File: src/common/sha2_defines.svh
`ifndef SHA2_DEFINES_SVH
`define SHA2_DEFINES_SVH

// state and schedule word, 32-bit modes use the low half
`define SHA2_WORD_W 64

// beats per block
`define SHA2_BLOCK_WORDS 16

// rounds per block, 224/256
`define SHA2_ROUNDS_32 64

// rounds per block, 384/512
`define SHA2_ROUNDS_64 80

// right-aligned digest output
`define SHA2_DIGEST_W 512

`endif

File: src/common/sha2_pkg.sv
`include "sha2_defines.svh"

package sha2_pkg;

    typedef logic [`SHA2_WORD_W-1:0]               sha2_word_t;
    typedef logic [`SHA2_DIGEST_W-1:0]             sha2_digest_t;
    typedef logic [$clog2(`SHA2_ROUNDS_64)-1:0]    sha2_round_t;

    // bit 1 selects 64-bit words
    typedef enum logic [1:0] {
        SHA_224 = 2'd0,
        SHA_256 = 2'd1,
        SHA_384 = 2'd2,
        SHA_512 = 2'd3
    } sha2_mode_e;

    typedef enum logic [2:0] {
        IDLE,
        LOAD,
        EXPAND,
        FINAL,
        DONE
    } core_state_e;

    typedef struct packed {
        sha2_word_t a;
        sha2_word_t b;
        sha2_word_t c;
        sha2_word_t d;
        sha2_word_t e;
        sha2_word_t f;
        sha2_word_t g;
        sha2_word_t h;
    } sha2_hash_t;

    // sha-256 constants are the upper halves of these
    localparam sha2_word_t SHA2_K64 [`SHA2_ROUNDS_64] = '{
        64'h428a2f98d728ae22, 64'h7137449123ef65cd, 64'hb5c0fbcfec4d3b2f, 64'he9b5dba58189dbbc,
        64'h3956c25bf348b538, 64'h59f111f1b605d019, 64'h923f82a4af194f9b, 64'hab1c5ed5da6d8118,
        64'hd807aa98a3030242, 64'h12835b0145706fbe, 64'h243185be4ee4b28c, 64'h550c7dc3d5ffb4e2,
        64'h72be5d74f27b896f, 64'h80deb1fe3b1696b1, 64'h9bdc06a725c71235, 64'hc19bf174cf692694,
        64'he49b69c19ef14ad2, 64'hefbe4786384f25e3, 64'h0fc19dc68b8cd5b5, 64'h240ca1cc77ac9c65,
        64'h2de92c6f592b0275, 64'h4a7484aa6ea6e483, 64'h5cb0a9dcbd41fbd4, 64'h76f988da831153b5,
        64'h983e5152ee66dfab, 64'ha831c66d2db43210, 64'hb00327c898fb213f, 64'hbf597fc7beef0ee4,
        64'hc6e00bf33da88fc2, 64'hd5a79147930aa725, 64'h06ca6351e003826f, 64'h142929670a0e6e70,
        64'h27b70a8546d22ffc, 64'h2e1b21385c26c926, 64'h4d2c6dfc5ac42aed, 64'h53380d139d95b3df,
        64'h650a73548baf63de, 64'h766a0abb3c77b2a8, 64'h81c2c92e47edaee6, 64'h92722c851482353b,
        64'ha2bfe8a14cf10364, 64'ha81a664bbc423001, 64'hc24b8b70d0f89791, 64'hc76c51a30654be30,
        64'hd192e819d6ef5218, 64'hd69906245565a910, 64'hf40e35855771202a, 64'h106aa07032bbd1b8,
        64'h19a4c116b8d2d0c8, 64'h1e376c085141ab53, 64'h2748774cdf8eeb99, 64'h34b0bcb5e19b48a8,
        64'h391c0cb3c5c95a63, 64'h4ed8aa4ae3418acb, 64'h5b9cca4f7763e373, 64'h682e6ff3d6b2b8a3,
        64'h748f82ee5defb2fc, 64'h78a5636f43172f60, 64'h84c87814a1f0ab72, 64'h8cc702081a6439ec,
        64'h90befffa23631e28, 64'ha4506cebde82bde9, 64'hbef9a3f7b2c67915, 64'hc67178f2e372532b,
        64'hca273eceea26619c, 64'hd186b8c721c0c207, 64'heada7dd6cde0eb1e, 64'hf57d4f7fee6ed178,
        64'h06f067aa72176fba, 64'h0a637dc5a2c898a6, 64'h113f9804bef90dae, 64'h1b710b35131c471b,
        64'h28db77f523047d84, 64'h32caab7b40c72493, 64'h3c9ebe0a15c9bebc, 64'h431d67c49c100d4c,
        64'h4cc5d4becb3e42b6, 64'h597f299cfc657e2a, 64'h5fcb6fab3ad6faec, 64'h6c44198c4a475817
    };

    // sha-224 iv is the low half of this one
    localparam sha2_word_t SHA2_IV384 [8] = '{
        64'hcbbb9d5dc1059ed8, 64'h629a292a367cd507, 64'h9159015a3070dd17, 64'h152fecd8f70e5939,
        64'h67332667ffc00b31, 64'h8eb44a8768581511, 64'hdb0c2e0d64f98fa7, 64'h47b5481dbefa4fa4
    };

    // sha-256 iv is the high half of this one
    localparam sha2_word_t SHA2_IV512 [8] = '{
        64'h6a09e667f3bcc908, 64'hbb67ae8584caa73b, 64'h3c6ef372fe94f82b, 64'ha54ff53a5f1d36f1,
        64'h510e527fade682d1, 64'h9b05688c2b3e6c1f, 64'h1f83d9abfb41bd6b, 64'h5be0cd19137e2179
    };

    function automatic sha2_word_t sha2_trim(sha2_word_t x, sha2_mode_e mode);
        return mode[1] ? x : {32'h0, x[31:0]};
    endfunction

    // rotate right within the word width of the mode
    function automatic sha2_word_t sha2_rotr(sha2_word_t x, int unsigned n, sha2_mode_e mode);
        logic [31:0] lo;
        logic [31:0] lo_rot;
        lo     = x[31:0];
        lo_rot = (lo >> n) | (lo << (32 - n));
        if (mode[1]) begin
            return (x >> n) | (x << (64 - n));
        end
        return {32'h0, lo_rot};
    endfunction

    function automatic sha2_word_t sha2_k(sha2_round_t rnd, sha2_mode_e mode);
        sha2_word_t k;
        k = SHA2_K64[rnd];
        return mode[1] ? k : {32'h0, k[63:32]};
    endfunction

    function automatic sha2_hash_t sha2_iv(sha2_mode_e mode);
        sha2_word_t iv [8];
        for (int i = 0; i < 8; i++) begin
            case (mode)
                SHA_224: iv[i] = {32'h0, SHA2_IV384[i][31:0]};
                SHA_256: iv[i] = {32'h0, SHA2_IV512[i][63:32]};
                SHA_384: iv[i] = SHA2_IV384[i];
                default: iv[i] = SHA2_IV512[i];
            endcase
        end
        return {iv[0], iv[1], iv[2], iv[3], iv[4], iv[5], iv[6], iv[7]};
    endfunction

endpackage

File: src/sha2/sha2_msg_sched.sv
`timescale 1ns/10ps
`include "sha2_defines.svh"

module sha2_msg_sched (
    input  logic                 clk_i,
    input  logic                 rst_n_i,
    input  sha2_pkg::sha2_mode_e mode_i,
    input  logic                 load_i,
    input  sha2_pkg::sha2_word_t word_i,
    input  logic                 expand_i,
    output sha2_pkg::sha2_word_t w_o
);
    import sha2_pkg::*;

    sha2_word_t win_q [`SHA2_BLOCK_WORDS];    // [0] is the newest word
    sha2_word_t x;
    sha2_word_t y;
    sha2_word_t sig0;
    sha2_word_t sig1;
    sha2_word_t w_new;

    always_comb begin
        x = win_q[14];    // W[t-15]
        y = win_q[1];     // W[t-2]
        if (mode_i[1]) begin
            sig0 = sha2_rotr(x, 1, mode_i) ^ sha2_rotr(x, 8, mode_i) ^ (x >> 7);
            sig1 = sha2_rotr(y, 19, mode_i) ^ sha2_rotr(y, 61, mode_i) ^ (y >> 6);
        end else begin
            sig0 = sha2_rotr(x, 7, mode_i) ^ sha2_rotr(x, 18, mode_i) ^ (x >> 3);
            sig1 = sha2_rotr(y, 17, mode_i) ^ sha2_rotr(y, 19, mode_i) ^ (y >> 10);
        end
        w_new = sha2_trim(sig1 + win_q[6] + sig0 + win_q[15], mode_i);
    end

    always_ff @(posedge clk_i) begin
        if (load_i || expand_i) begin
            win_q[0] <= load_i ? word_i : w_new;
            for (int i = 1; i < `SHA2_BLOCK_WORDS; i++) begin
                win_q[i] <= win_q[i-1];
            end
        end
    end

    assign w_o = win_q[0];

    // beats and expansion come from different FSM phases of the core
    a_load_expand_excl: assert property (
        @(posedge clk_i) disable iff (!rst_n_i) !(load_i && expand_i)
    ) else $error("schedule load and expand in the same cycle");

endmodule

File: config.mk
export PLATFORM = sky130hd
export DESIGN_NAME = sha2_msg_sched
export DESIGN_NICKNAME = d
export VERILOG_FILES = /design/src/common/sha2_pkg.sv /design/src/sha2/sha2_msg_sched.sv
export VERILOG_INCLUDE_DIRS = /design/src /design/src/common
export SDC_FILE = /design/constraint.sdc
export NUM_CORES = 1
export LEC_CHECK = 0
export BUFFER_PORTS_ARGS = -buffer_cell sky130_fd_sc_hd__buf_2
export CAP_MARGIN = 20
export CORE_MARGIN = 2
export CORE_UTILIZATION = 55
export DETAILED_ROUTE_END_ITERATION = 12
export GPL_TIMING_DRIVEN = 0
export PLACE_DENSITY_LB_ADDON = 0.15
export SLEW_MARGIN = 5
export SYNTH_ARGS = -nofsm -noshare
export SYNTH_HDL_FRONTEND = slang
export SYNTH_SLANG_ARGS = --single-unit
File: constraint.sdc
create_clock -name clk_i -period 16.9 [get_ports clk_i]
set_clock_uncertainty 0.15 [all_clocks]
set_input_delay 0.845 -clock clk_i [delete_from_list [all_inputs] [get_ports clk_i]]
set_output_delay 0.845 -clock clk_i [all_outputs]
set_load 0.05 [all_outputs]
* Word-level counts from Yosys, hierarchy flattened
Memory sizes are Yosys's and may differ from the RTL's. Cells that the tools add are included.
Operators by class: muxes and demuxes 24, divide/modulo/power cells 0, bitwise gates (word level) 18, $add $sub $neg 3, shift operators 0, multipliers 0, reduce and logical (&&, ||, !) cells 1, magnitude comparators 0, equal/unequal tests 0
Operators with widths (number):
- $mux W64 | 20
- $xor A64 B64 Y64 | 4
- $add A64 B64 Y64 | 3
- $or A3 B64 Y64 | 1
- $or A45 B64 Y64 | 1
- $or A56 B64 Y64 | 1
- $or A63 B64 Y64 | 1
- $xor A64 B54 Y64 | 1
- $xor A64 B57 Y64 | 1
- $xor A64 B58 Y64 | 1
- $xor A64 B61 Y64 | 1
- $or A13 B32 Y32 | 1
- $or A14 B32 Y32 | 1
- $or A15 B32 Y32 | 1
- $or A24 B32 Y32 | 1
- $or A25 B32 Y32 | 1
- $or A31 B32 Y32 | 1
- $mux W1 | 4
- $logic_or A1 B1 Y1 | 1
Word-level totals: input port bits 70, bits in registers 0, logic and storage cells 47, RAM bits 1024, memory bits (read-only) 0, bits in latches 0, memories 1, output and inout port bits 64
Memory list:
- win_q | depth 16, width 64, read ports 16, clocked after Yosys merged registers in 0, write ports 16, line sha2_msg_sched.sv:15 | sha2_word_t win_q [`SHA2_BLOCK_WORDS];

* Logic depth before layout (Yosys ltp)
word-level depth 11, mapped depth 21

* Worst setup path before layout
No wires, ideal clock.
path type input port to flip-flop, from input load_i, to memory win_q[0][0] (netlist name), enable pin, library setup time 979 ps, arrival 13561 ps, required time 15771 ps, buffers on the path 2, stages 3, slack 2210 ps, cell sequence clkbuf_1 > clkbuf_1 > or2_2
RTL lines:
- start, declared | line sha2_msg_sched.sv:8 | input logic load_i,
- end, declared | line sha2_msg_sched.sv:15

==> tab_implementation.tex <==
\begin{tabular}{lr}
\hline
Metric & Value \\
\hline
\multicolumn{2}{l}{\textbf{Setup path}} \\
\quad Sort of element at the start of the critical path & input port \\
\quad Stage delay of the slowest cell on the critical path & around 0.66 ns \\
\quad Critical Path Fanout Max & 10 \\
\quad Data arrival time of the critical path & approximately 8.0 ns \\
\quad Worst-path cell chain & buf\_2, clkbuf\_1, clkbuf\_1, clkbuf\_1, clkbuf\_1, nand2\_1, o21ai\_0, fa\_1, inv\_1, fa\_1, inv\_1, ha\_1, clkbuf\_1, a21oi\_1, o21ai\_0, a22oi\_1, nand3\_1, a31o\_2, a21oi\_1, o31ai\_2, a21o\_1, a221o\_1 \\
\quad Kind of cell adding the most delay to the critical path & compound AO/OA/AOI/OAI gates \\
\quad Most prevalent standard cell on the critical path & sky130\_fd\_sc\_hd\_\_clkbuf\_1 \\
\quad Required time reported for the critical path endpoint & roughly 17 ns \\
\quad Critical path buffer and inverter count & 8 \\
\quad Critical path type & input port to register \\
\quad Cell at the slowest stage of the critical path & sky130\_fd\_sc\_hd\_\_a21oi\_1 \\
\quad Critical Path End Type & register \\
\multicolumn{2}{l}{\textbf{Yosys}} \\
\quad Syn Inst Count & around 2800 \\
\quad Yosys warning count & 0 \\
\quad Library cells used by synthesis & 76 \\
\quad \#FFs+latches synth & $\sim$1000 \\
\quad Post-synthesis instance area & about 44000 sq um \\
\quad Sequential area share after synthesis & 0.702 \\
\quad Number of nets in the synthesized netlist & 3060 \\
\quad Dominant register cell in the synthesized netlist & sky130\_fd\_sc\_hd\_\_edfxtp\_1 \\
\quad Post-synthesis async set-or-reset flop share & 0 \\
\quad Mean cell area of the mapped netlist & roughly 16 sq um \\
\quad Count of flip-flops with a built-in enable after synthesis & 1024 \\
\multicolumn{2}{l}{\textbf{Routing}} \\
\quad Via count of the routed design & between 20000 and 25000 \\
\quad Met1 wire length & around 48000 um \\
\quad Total met2 wirelength after detailed routing & 45800 um \\
\quad Vias per cell & about 5.4 \\
\quad Met3 wirelength from detailed routing & approximately 4800 um \\
\quad Antenna viol nets, final & 0 \\
\quad Number of design-rule violations left by the first detailed-router iteration & roughly 2000 \\
\quad First-pass detailed-route iteration total & 5 \\
\quad Final routed wire length divided by cell count & 23.9 um \\
\quad Number of remaining DRC errors & 0 \\
\quad WL final & between 100000 and 150000 um \\
\quad Uppermost metal layer occupied by signal nets & met4 \\
\multicolumn{2}{l}{\textbf{Clocking}} \\
\quad Quantity of gates resized following cts & 0 \\
\quad Number of H-tree branching levels & 3 \\
\quad Insertion delay to the later sink of the worst-skew pair & between 0.6 and 0.7 ns \\
\quad Hold bufs inserted after CTS & 0 \\
\quad Clock-pin slew on the worst setup and hold paths & $\sim$0.060 ns \\
\quad Master cell of the clock root buffer & sky130\_fd\_sc\_hd\_\_clkbuf\_16 \\
\quad TritonCTS clock tree & done \\
\quad Number of buffers added for setup after CTS & 0 \\
\quad Clk sinks & slightly above 1000 \\
\quad Number of buffers added by the clock tree synthesis step & just over 100 \\
\quad Clock buffer depth & 3 \\
\multicolumn{2}{l}{\textbf{Finish}} \\
\quad Register with the most flip-flops & win\_q \\
\quad Final core occ & 0.628 \\
\quad Fraction of layout cells with a size suffix above 1 & 0.142 \\
\quad Largest register FFs & $\sim$1000 \\
\quad Regs by FF count & win\_q x1024 \\
\quad Growth of design area from synthesis to finish & 13.1\% \\
\quad Post-layout nets & $\sim$3300 \\
\multicolumn{2}{l}{\textbf{Placement}} \\
\quad Placer's final routability congestion estimate & around 0.95 \\
\quad DP Wirelength & approximately 72000 um \\
\quad Number of port buffers & 131 \\
\multicolumn{2}{l}{\textbf{Floorplanning}} \\
\quad Die outline area & 81900 sq um \\
\quad Width of the chip & 286 um \\
\quad IO Count & between 100 and 150 \\
\quad Core footprint & a little under 80000 sq um \\
\quad Starting utilization of the core area & 0.555 \\
\quad Floorplan row count & 103 \\
\quad Die boundary height & $\sim$290 um \\
\multicolumn{2}{l}{\textbf{Timing}} \\
\quad Slew at the pin with the worst max-slew slack & about 0.95 ns \\
\quad Maximum clock rate & 129 MHz \\
\quad Number of max-slew violations in the final report & 0 \\
\quad Unrepaired setup endpoints after global routing & no \\
\quad Final number of setup-violating endpoints & 0 \\
\quad Shortest period the worst path allows & approximately 7.7 ns \\
\quad Worst slew margin relative to its limit & 0.365 \\
\quad Hold violation count in the final report & 0 \\
\quad Part of the cycle the worst path needs & 0.458 \\
\multicolumn{2}{l}{\textbf{Global route}} \\
\quad Pin count of the biggest net entering global routing & 74 \\
\quad All-layer global routing usage & 0.247 \\
\quad Number of antenna violations at the first check in global routing & 6 \\
\quad GR Overflow Total & 0 \\
\quad Number of global-route vias before repair & between 20000 and 25000 \\
\quad Wire length of the first global-routing pass & between 100000 and 150000 um \\
\multicolumn{2}{l}{\textbf{Run status}} \\
\quad Run status & complete, no violations \\
\multicolumn{2}{l}{\textbf{Worst hold path}} \\
\quad Class of the worst hold path & register to register \\
\multicolumn{2}{l}{\textbf{Run}} \\
\quad Maximum capacitance violations & 0 \\
\hline
\end{tabular}
logic make-up (layout without fill, tap and decap cells):
| family | count (synthesis) | count (layout) | synth area share |
|---|---|---|---|
| and+or+nand+nor | 304 | 304 | 0.0315 |
| AOI/OAI and AO/OA | 364 | 364 | 0.0527 |
| xor gates and xnor gates | 391 | 391 | 0.0782 |
| DFF | 1024 | 1024 | 0.702 |
| buffers and inverters | 478 | 812 | 0.0469 |
| muxes | 51 | 51 | 0.0131 |
| adders and majority gates | 189 | 189 | 0.0756 |
| other | 0 | 1 | 0 |
synth_stat cells (5+ instances only):
cell type	count	area share
sky130_fd_sc_hd__clkbuf_1	109	0.0093
sky130_fd_sc_hd__nand3_1	8	0.00091
sky130_fd_sc_hd__a21oi_1	116	0.013
sky130_fd_sc_hd__buf_2	9	0.0010
sky130_fd_sc_hd__a21o_1	38	0.0065
sky130_fd_sc_hd__nor2_1	67	0.0057
sky130_fd_sc_hd__o211ai_1	7	0.0012
sky130_fd_sc_hd__nand2b_1	9	0.0013
sky130_fd_sc_hd__or3_1	5	0.00071
sky130_fd_sc_hd__buf_1	6	0.00051
sky130_fd_sc_hd__buf_4	66	0.011
sky130_fd_sc_hd__and2_1	8	0.0011
sky130_fd_sc_hd__o21bai_1	18	0.0031
sky130_fd_sc_hd__mux2_2	49	0.013
sky130_fd_sc_hd__fa_1	126	0.058
sky130_fd_sc_hd__nand4_1	27	0.0039
sky130_fd_sc_hd__edfxtp_1	1024	0.70
sky130_fd_sc_hd__nand2_1	148	0.013
sky130_fd_sc_hd__a31oi_1	5	0.00071
sky130_fd_sc_hd__inv_1	287	0.025
sky130_fd_sc_hd__a211oi_1	5	0.00086
sky130_fd_sc_hd__xnor2_1	293	0.059
sky130_fd_sc_hd__nor3_1	6	0.00069
sky130_fd_sc_hd__xor2_1	98	0.020
sky130_fd_sc_hd__and3_1	7	0.0010
sky130_fd_sc_hd__ha_1	63	0.018
sky130_fd_sc_hd__o21ai_1	28	0.0032
sky130_fd_sc_hd__o21ai_0	91	0.010
layer usage:
| layer | up-vias | global-route usage |
|---|---|---|
| met2 | 625 | 0.380 |
| met4 | 0 | 0.0596 |
| met1 | 11542 | 0.380 |
| met5 | - | 0 |
| li1 | 10282 | - |
| met3 | 133 | 0.0303 |
layout by cell type (no fill, tap or decap), drive strengths merged, types with 10 or more instances in the layout:
cell type / netlist / layout
nor2: 67 / 67
o21bai: 18 / 18
buf: 81 / 230
nand4: 27 / 27
fa: 126 / 126
nand2: 148 / 148
clkinv: 0 / 44
a21oi: 118 / 118
o21ai: 122 / 122
clkbuf: 109 / 228
xor2: 98 / 98
a21o: 38 / 38
mux2: 49 / 49
ha: 63 / 63
edfxtp: 1024 / 1024
xnor2: 293 / 293
bufinv: 0 / 10
inv: 288 / 292
worst paths after layout:
check	from	end	slack (ns)	cells past startpoint
worst max-delay path	mode_i[1]	win_q[0][62]	9.16	22
worst min register to register	win_q[1][233]	win_q[1][297]	0.26	0
worst min-delay path	win_q[1][233]	win_q[1][297]	0.26	0
worst max register to register	win_q[0][89]	win_q[0][56]	10.11	18
cell type report:
type,instances,area [sq um]
sequential,1024,30700
fill,5833,29300
multi-input combinational,1299,11000
clock buffer,119,2640
tap,1050,1310
timing repair buffer,149,1130
inverter,288,1080
buffer,190,973
clock inverter,66,653
antenna,1,2.50
metrics by stage:
stage	area [sq um]	std cells	TNS, ns	setup WS [ns]	hold WS, ns
CTS	49500	4185	0	9.40	0.260
floorplan	43800	2801	0	2.21	0.250
global placement	45800	3982	-3764.95	-3.87	0.250
global route	49500	4185	0	8.92	0.264
detailed placement	46200	4000	0	8.74	0.255
finish	49500	4186	0	9.16	0.261
Power is not shown: default switching activity piles up to over one toggle a cycle in this logic, so the estimate is an artifact.
